### src/mem_stage_pkg.sv
// ==========================================================
// Shared types for the RV32 memory-access stage
// ==========================================================

package mem_stage_pkg;

  // Data word for register values, memory data and results
  typedef logic [31:0] word_t;

  // Byte address as produced by the ALU
  typedef logic [31:0] addr_t;

  // One write strobe bit per byte lane
  typedef logic [3:0] strb_t;

  // Destination register index
  typedef logic [4:0] reg_idx_t;

  // Load/store size and sign field taken from the instruction
  typedef logic [2:0] funct3_t;

  // Byte position inside a 32-bit word
  typedef logic [1:0] byte_off_t;

  // ==========================================================
  // Load/store size encodings
  // ==========================================================

  // Low two bits give the access size
  // Bit 2 set selects zero extension on loads
  localparam funct3_t LS_B  = 3'd0;
  localparam funct3_t LS_H  = 3'd1;
  localparam funct3_t LS_W  = 3'd2;
  localparam funct3_t LS_BU = 3'd4;
  localparam funct3_t LS_HU = 3'd5;

endpackage

### src/store_formatter.sv
module store_formatter (
  input  mem_stage_pkg::word_t     store_data_i,
  input  mem_stage_pkg::byte_off_t offset_i,
  input  mem_stage_pkg::funct3_t   funct3_i,
  output mem_stage_pkg::word_t     wdata_o,
  output mem_stage_pkg::strb_t     wstrb_o
);

  // Size only, sign bit dropped so unsigned codes fold onto signed ones
  mem_stage_pkg::funct3_t size_code;

  assign size_code = {1'b0, funct3_i[1:0]};

  // ==========================================================
  // Lane placement and strobes
  // ==========================================================

  always_comb begin
    case (size_code)
      mem_stage_pkg::LS_B: begin
        // Byte copied to every lane, strobe picks the real one
        wdata_o = {4{store_data_i[7:0]}};
        wstrb_o = mem_stage_pkg::strb_t'(4'b0001 << offset_i);
      end
      mem_stage_pkg::LS_H: begin
        // Halfword copied to both halves
        wdata_o = {2{store_data_i[15:0]}};
        // Offset bit 0 is known clear here
        if (offset_i[1]) begin
          wstrb_o = 4'b1100;
        end else begin
          wstrb_o = 4'b0011;
        end
      end
      default: begin
        // Full word, all lanes written
        wdata_o = store_data_i;
        wstrb_o = 4'b1111;
      end
    endcase
  end

endmodule

### src/load_formatter.sv
module load_formatter (
  input  mem_stage_pkg::word_t     rdata_i,
  input  mem_stage_pkg::byte_off_t offset_i,
  input  mem_stage_pkg::funct3_t   funct3_i,
  output mem_stage_pkg::word_t     ld_data_o
);

  logic [7:0]  sel_byte;
  logic [15:0] sel_half;

  // ==========================================================
  // Lane selection
  // ==========================================================

  // Addressed byte out of the read word
  always_comb begin
    case (offset_i)
      2'd0:    sel_byte = rdata_i[7:0];
      2'd1:    sel_byte = rdata_i[15:8];
      2'd2:    sel_byte = rdata_i[23:16];
      default: sel_byte = rdata_i[31:24];
    endcase
  end

  // Upper or lower halfword
  assign sel_half = offset_i[1] ? rdata_i[31:16] : rdata_i[15:0];

  // ==========================================================
  // Extension
  // ==========================================================

  always_comb begin
    case (funct3_i)
      // Signed byte
      mem_stage_pkg::LS_B:  ld_data_o = {{24{sel_byte[7]}}, sel_byte};
      // Unsigned byte
      mem_stage_pkg::LS_BU: ld_data_o = {24'd0, sel_byte};
      // Signed halfword
      mem_stage_pkg::LS_H:  ld_data_o = {{16{sel_half[15]}}, sel_half};
      // Unsigned halfword
      mem_stage_pkg::LS_HU: ld_data_o = {16'd0, sel_half};
      // Word passes through as read
      default:              ld_data_o = rdata_i;
    endcase
  end

endmodule

### src/mem_access_ctrl.sv
module mem_access_ctrl (
  input  logic                   in_valid_i,
  input  logic                   in_ready_i,
  input  logic                   is_load_i,
  input  logic                   is_store_i,
  input  mem_stage_pkg::funct3_t funct3_i,
  input  mem_stage_pkg::addr_t   addr_i,
  output logic                   accept_o,
  output logic                   misalign_o,
  output logic                   dmem_ren_o,
  output mem_stage_pkg::addr_t   dmem_raddr_o,
  output logic                   dmem_we_o,
  output mem_stage_pkg::addr_t   dmem_waddr_o
);

  // Access size with the sign bit masked off
  mem_stage_pkg::funct3_t size_code;
  logic                   is_mem;
  mem_stage_pkg::addr_t   word_addr;

  // Transfer from EX happens only with both sides ready
  assign accept_o = in_valid_i && in_ready_i;

  // ==========================================================
  // Misalignment check
  // ==========================================================

  assign size_code = {1'b0, funct3_i[1:0]};
  assign is_mem    = is_load_i || is_store_i;

  always_comb begin
    misalign_o = 1'b0;
    // ALU operations never trap here
    if (is_mem) begin
      case (size_code)
        mem_stage_pkg::LS_H: misalign_o = addr_i[0];
        mem_stage_pkg::LS_W: misalign_o = |addr_i[1:0];
        // Bytes are always aligned
        default:             misalign_o = 1'b0;
      endcase
    end
  end

  // ==========================================================
  // Data memory port
  // ==========================================================

  // Enables fire once, in the transfer cycle, and never on a trap
  assign dmem_ren_o = accept_o && is_load_i && !misalign_o;
  assign dmem_we_o  = accept_o && is_store_i && !misalign_o;

  // Memory is word addressed, lanes come from the strobes
  assign word_addr    = {addr_i[31:2], 2'b00};
  assign dmem_raddr_o = word_addr;
  assign dmem_waddr_o = word_addr;

endmodule

### src/mem_wb_reg.sv
module mem_wb_reg (
  input  logic                    clk,
  input  logic                    rst_n,
  input  logic                    accept_i,
  input  logic                    wb_ready_i,
  output logic                    in_ready_o,
  input  logic                    misalign_i,
  input  logic                    is_load_i,
  input  logic                    reg_write_i,
  input  mem_stage_pkg::reg_idx_t rd_i,
  input  mem_stage_pkg::word_t    alu_result_i,
  input  mem_stage_pkg::word_t    ld_data_i,
  output logic                    wb_valid_o,
  output logic                    wb_reg_write_o,
  output mem_stage_pkg::reg_idx_t wb_rd_o,
  output mem_stage_pkg::word_t    wb_result_o,
  output logic                    wb_trap_o
);

  // Value headed for the result register
  mem_stage_pkg::word_t result_d;

  // Empty or draining this cycle, so a new entry fits
  assign in_ready_o = !wb_valid_o || wb_ready_i;

  // Loads write back the formatted data, all else the ALU value
  assign result_d = is_load_i ? ld_data_i : alu_result_i;

  // ==========================================================
  // Control part
  // ==========================================================

  always_ff @(posedge clk) begin
    if (!rst_n) begin
      wb_valid_o     <= 1'b0;
      wb_reg_write_o <= 1'b0;
      wb_trap_o      <= 1'b0;
    end else if (accept_i) begin
      wb_valid_o     <= 1'b1;
      // A trapped access must not touch the register file
      wb_reg_write_o <= reg_write_i && !misalign_i;
      wb_trap_o      <= misalign_i;
    end else if (in_ready_o) begin
      // Bubble, nothing new behind the drained entry
      wb_valid_o     <= 1'b0;
      wb_reg_write_o <= 1'b0;
      wb_trap_o      <= 1'b0;
    end
  end

  // ==========================================================
  // Payload part
  // ==========================================================

  // Only meaningful while wb_valid_o is high
  always_ff @(posedge clk) begin
    if (accept_i) begin
      wb_rd_o     <= rd_i;
      wb_result_o <= result_d;
    end
  end

endmodule

### src/mem_stage_top.sv
module mem_stage_top (
  input  logic                     clk,
  input  logic                     rst_n,
  // From execute
  input  logic                     in_valid_i,
  output logic                     in_ready_o,
  input  logic                     is_load_i,
  input  logic                     is_store_i,
  input  logic                     reg_write_i,
  input  mem_stage_pkg::funct3_t   funct3_i,
  input  mem_stage_pkg::reg_idx_t  rd_i,
  input  mem_stage_pkg::addr_t     alu_result_i,
  input  mem_stage_pkg::word_t     store_data_i,
  // Data memory
  output logic                     dmem_ren_o,
  output mem_stage_pkg::addr_t     dmem_raddr_o,
  input  mem_stage_pkg::word_t     dmem_rdata_i,
  output logic                     dmem_we_o,
  output mem_stage_pkg::addr_t     dmem_waddr_o,
  output mem_stage_pkg::word_t     dmem_wdata_o,
  output mem_stage_pkg::strb_t     dmem_wstrb_o,
  // To write-back
  output logic                     wb_valid_o,
  input  logic                     wb_ready_i,
  output logic                     wb_reg_write_o,
  output mem_stage_pkg::reg_idx_t  wb_rd_o,
  output mem_stage_pkg::word_t     wb_result_o,
  output logic                     wb_trap_o
);

  logic                     accept;
  logic                     misalign;
  mem_stage_pkg::byte_off_t byte_off;
  mem_stage_pkg::word_t     ld_data;

  // Low address bits pick the lane for both formatters
  assign byte_off = alu_result_i[1:0];

  // ==========================================================
  // Access control and memory port
  // ==========================================================

  mem_access_ctrl u_access_ctrl (
    .in_valid_i   (in_valid_i),
    .in_ready_i   (in_ready_o),
    .is_load_i    (is_load_i),
    .is_store_i   (is_store_i),
    .funct3_i     (funct3_i),
    .addr_i       (alu_result_i),
    .accept_o     (accept),
    .misalign_o   (misalign),
    .dmem_ren_o   (dmem_ren_o),
    .dmem_raddr_o (dmem_raddr_o),
    .dmem_we_o    (dmem_we_o),
    .dmem_waddr_o (dmem_waddr_o)
  );

  // Store lanes and strobes
  store_formatter u_store_fmt (
    .store_data_i (store_data_i),
    .offset_i     (byte_off),
    .funct3_i     (funct3_i),
    .wdata_o      (dmem_wdata_o),
    .wstrb_o      (dmem_wstrb_o)
  );

  // Read word arrives in the same cycle
  load_formatter u_load_fmt (
    .rdata_i   (dmem_rdata_i),
    .offset_i  (byte_off),
    .funct3_i  (funct3_i),
    .ld_data_o (ld_data)
  );

  // ==========================================================
  // MEM/WB register
  // ==========================================================

  mem_wb_reg u_mem_wb (
    .clk            (clk),
    .rst_n          (rst_n),
    .accept_i       (accept),
    .wb_ready_i     (wb_ready_i),
    .in_ready_o     (in_ready_o),
    .misalign_i     (misalign),
    .is_load_i      (is_load_i),
    .reg_write_i    (reg_write_i),
    .rd_i           (rd_i),
    .alu_result_i   (alu_result_i),
    .ld_data_i      (ld_data),
    .wb_valid_o     (wb_valid_o),
    .wb_reg_write_o (wb_reg_write_o),
    .wb_rd_o        (wb_rd_o),
    .wb_result_o    (wb_result_o),
    .wb_trap_o      (wb_trap_o)
  );

endmodule

### config.mk
export PLATFORM = sky130hd
export DESIGN_NAME = mem_stage_top
export DESIGN_NICKNAME = d
export VERILOG_FILES = /design/src/mem_stage_pkg.sv /design/src/store_formatter.sv /design/src/load_formatter.sv /design/src/mem_access_ctrl.sv /design/src/mem_wb_reg.sv /design/src/mem_stage_top.sv
export SDC_FILE = /design/constraint.sdc
export NUM_CORES = 1
export LEC_CHECK = 0
export BUFFER_PORTS_ARGS = -buffer_cell sky130_fd_sc_hd__buf_4
export CAP_MARGIN = 0
export CORE_AREA = 2 2 99 101
export DETAILED_ROUTE_END_ITERATION = 10
export DIE_AREA = 0 0 101 103
export GPL_ROUTABILITY_DRIVEN = 1
export PLACE_DENSITY = 0.74
export SYNTH_ARGS = -nofsm -noshare
export SYNTH_HDL_FRONTEND = slang
export SYNTH_SLANG_ARGS = --single-unit
### constraint.sdc
create_clock -name clk -period 3.6 [get_ports clk]
set_input_delay 0.18 -clock clk [delete_from_list [all_inputs] [get_ports clk]]
set_output_delay 0.18 -clock clk [all_outputs]
set_load 0.005 [all_outputs]
==> qor.csv <==
stage;metric;value;unit
setup_path;R2R depth;3;
yosys;Synth cell types;39;
clocking;# Post-CTS Setup Buffers;0;
route;drt pass-1 iters;5;
setup_path;Crit. End Element;output pin;
floorplan;Die Y;103;microns
setup_path;crit path from;u_mem_wb.wb_valid_o;
grt;total grt overflow;0;
clocking;number of buffers created by CTS;5;
yosys;top cell type's share of synthesized area;32.86;%
route;Detailed Route WL;11090;microns
clocking;clock tree sinks;40;
yosys;synth warn;0;
route;detailed-route DRC error count;0;
cells_and_area;Fillers;903;
sta;setup_tns;0;ps
sta;worst clock skew;3.196;ps
min_path;WHS Endpoint;u_mem_wb.wb_rd_o[4];
clocking;Hold-fix buffers, CTS;0;
setup_path;Worst Setup Start Kind;register;
setup_path;crit path max fanout;38;
yosys;Post-Syn Area per Cell;9.113;sq um
floorplan;Initial Util;35.74;%
yosys;Synth Register Bits;40;
cells_and_area;layout cells sized above 1;53.07;%
place;DP HPWL;8600;microns
place;Placed Area;0.004756;sq mm
yosys;synthesized area;0.003381;sq mm
route;Post-DRT Antenna Nets;0;
cells_and_area;n_diodes;0;
clocking;clk slew on worst S/H paths;90;ps
run;MaxCap Viol Count;0;
power_and_ir_drop;pwr/cell area;302.4;mW/mm^2
cells_and_area;synth-to-layout area growth;44.08;%
sta;Final min period;2192;ps
setup_path;worst path arrival time;2010;ps
floorplan;full die area;0.01040;sq mm
yosys;Post-Synthesis Cells;371;
setup_path;critical path class;register to output pin;
clocking;CTS H-tree lvls;2;
sta;Max Fclk;456.2;MHz
sta;RSZ-0062 raised after global routing;no;
floorplan;number of cell rows;36;
min_path;hold wc startpoint;rd_i[4];
clocking;post-cts sizing count;0;
grt;initial antenna violation count;0;
clocking;CTS tree;yes;
sta;Hold WS;53.56;ps
run_status;status;finished, final reports clean;
grt;GRT Resource Usage Total;19.41;%
cells_and_area;cell area after layout;0.004871;sq mm
route;number of vias per cell;5.163;
power_and_ir_drop;Pleak;2.276;nW
yosys;Main synth FF type;edfxtp_1;
min_path;Hold Path Class;input pin to register;
grt;vias in the first global route;3076;
clocking;worst skew pair latency;290;ps
place;I/O Buffers;249;
setup_path;Crit Reg-Reg Startpoint;u_mem_wb.wb_valid_o;
yosys;Yosys top cell by area;edfxtp_1;
yosys;Async SR Flop Fraction;0;%
floorplan;boundary pin count;254;
place;placer congestion estimate;0.8841;
yosys;cell with the most instances after synthesis;buf_4;
sta;Slew Limit Fails;0;
route;initial DRC count;169;
yosys;Post-synth EDFFs;37;
route;vias;3361;
power_and_ir_drop;Comb power frac;35.2;%
route;Routed WL per cell;17.03;microns
yosys;Synth area leaders;edfxtp_1 (33%), buf_4 (16%), a221oi_2 (4.4%);
sta;worst-margin pin slew;1065;ps
floorplan;Core Region;0.009459;sq mm
clocking;CTS max path bufs;2;
sta;Final Hold Fails;0;
power_and_ir_drop;P_sw;0.4236;mW
cells_and_area;final non-filler cell total;651;
power_and_ir_drop;Peak VDD IR;0.1610;mV
power_and_ir_drop;register share of total power;38.5;%
grt;largest net degree at the start of global routing;61;
power_and_ir_drop;Power, Total;1.473;mW
yosys;most frequent cells after synthesis;buf_4 (72), nor2_1 (40), edfxtp_1 (37), nand2_1 (37), a21oi_1 (25);
setup_path;WP data required;3420;ps
power_and_ir_drop;clock share of power;26.3;%
min_path;hold path depth;1;
floorplan;DIE WIDTH;101;microns
place;dpl cells;643;
power_and_ir_drop;P_int;1.049;mW
setup_path;Worst R2R Setup Slack;2070;ps
cells_and_area;nets;651;
sta;setup violators final;0;
yosys;Seq/Total Area, Yosys;34.64;%
setup_path;worst reg2reg path endpoint;u_mem_wb.wb_result_o[7];
sta;Slew HR;28.76;%
clocking;Root Driver;clkbuf_8;
sta;fin crit share;60.89;%
power_and_ir_drop;Net Sw Frac;28.76;%
grt;first-pass GRT wire length;15690;microns
==> final cells by class <==
type	count	area, sq um	share of cell area (%)
Timing Repair Buffer	253	1899	38.99
Sequential cell	40	1171	24.04
Clock inverter	3	46.29	0.9504
Inverter	7	26.28	0.5394
Multi-Input combinational cell	229	1516	31.13
Clock buffer	5	68.82	1.413
Tap cell	114	142.6	2.928
==> per-layer routing <==
layer,share of wire [%],GRT usage [%],vias up
met5,0,0,-
met1,41,24.52,1592
li1,-,-,1597
met2,50,34.41,159
met4,1.3,4.470,0
met3,7.6,3.729,13
==> metrics by stage <==
stage / worst slack, ps / utilization [%]
after global placement: 1418 / 50.28
after global routing: 1261 / 51.49
after CTS: 1421 / 51.49
after detailed placement: 1298 / 50.28
final: 1408 / 51.49
after floorplan: 1460 / -
==> worst max-delay path, stage by stage (launching register included) <==
cell and delay [ps]:
dfxtp_1 320, nand2b_1 200, and2_2 190, buf_4 430
a21boi_0 270, and2_1 160, buf_4 110
==> power groups by stage <==
stage | Sequential [mW] | Combinational (mW) | Clock (mW)
4_1_cts | 0.567 | 0.520 | 0.396
6_report | 0.566 | 0.519 | 0.388
3_5_place_dp | 0.577 | 0.519 | 0
5_1_grt | 0.571 | 0.564 | 0.410
3_3_place_gp | 0.577 | 0.509 | 0
2_1_floorplan | 0.581 | 0.262 | 0
==> state kept, by name, indices dropped and copies added (netlist names) <==
| register | count |
|---|---|
| u_mem_wb.wb_result_o | 32 |
| u_mem_wb.wb_rd_o | 5 |
| u_mem_wb.wb_reg_write_o | 1 |
| u_mem_wb.wb_trap_o | 1 |
| u_mem_wb.wb_valid_o | 1 |
==> placed cells by master, fill, tap and decap left out, drive strengths merged, types with 2 or more instances in the layout <==
cell,n
or2,2
nand2b,3
conb,4
o22ai,3
nor2b,12
o21a,2
a21boi,4
edfxtp,37
mux2,11
nand3,2
o211ai,2
a22oi,9
o2bb2ai,6
nor2,40
a21oi,25
a221o,7
a221oi,24
clkbuf,5
buf,253
a22o,8
ha,4
dfxtp,3
and2,4
inv,8
mux2i,8
o21ai,6
nand2,37
==> how the worst max path moves through the flow <==
stage / to / slack (ps) / cells past startpoint
2_1_floorplan: dmem_ren_o / 1460 / 5
3_3_place_gp: u_mem_wb.wb_result_o[29] / 1420 / 7
3_5_place_dp: u_mem_wb.wb_result_o[23] / 1300 / 7
4_1_cts: dmem_we_o / 1420 / 6
5_1_grt: dmem_we_o / 1260 / 6
6_report: dmem_ren_o / 1410 / 6
==> cells by family after synthesis <==
logic type / after synthesis / synth area share (%)
compound gates: 100 / 23.65
fa+ha+maj: 4 / 1.480
buf+inv: 105 / 20.95
flops: 40 / 34.64
mux: 19 / 6.033
other cells: 1 / 0.1109
simple gates: 102 / 13.14
No activity file was read; power rests on OpenSTA's default activity.
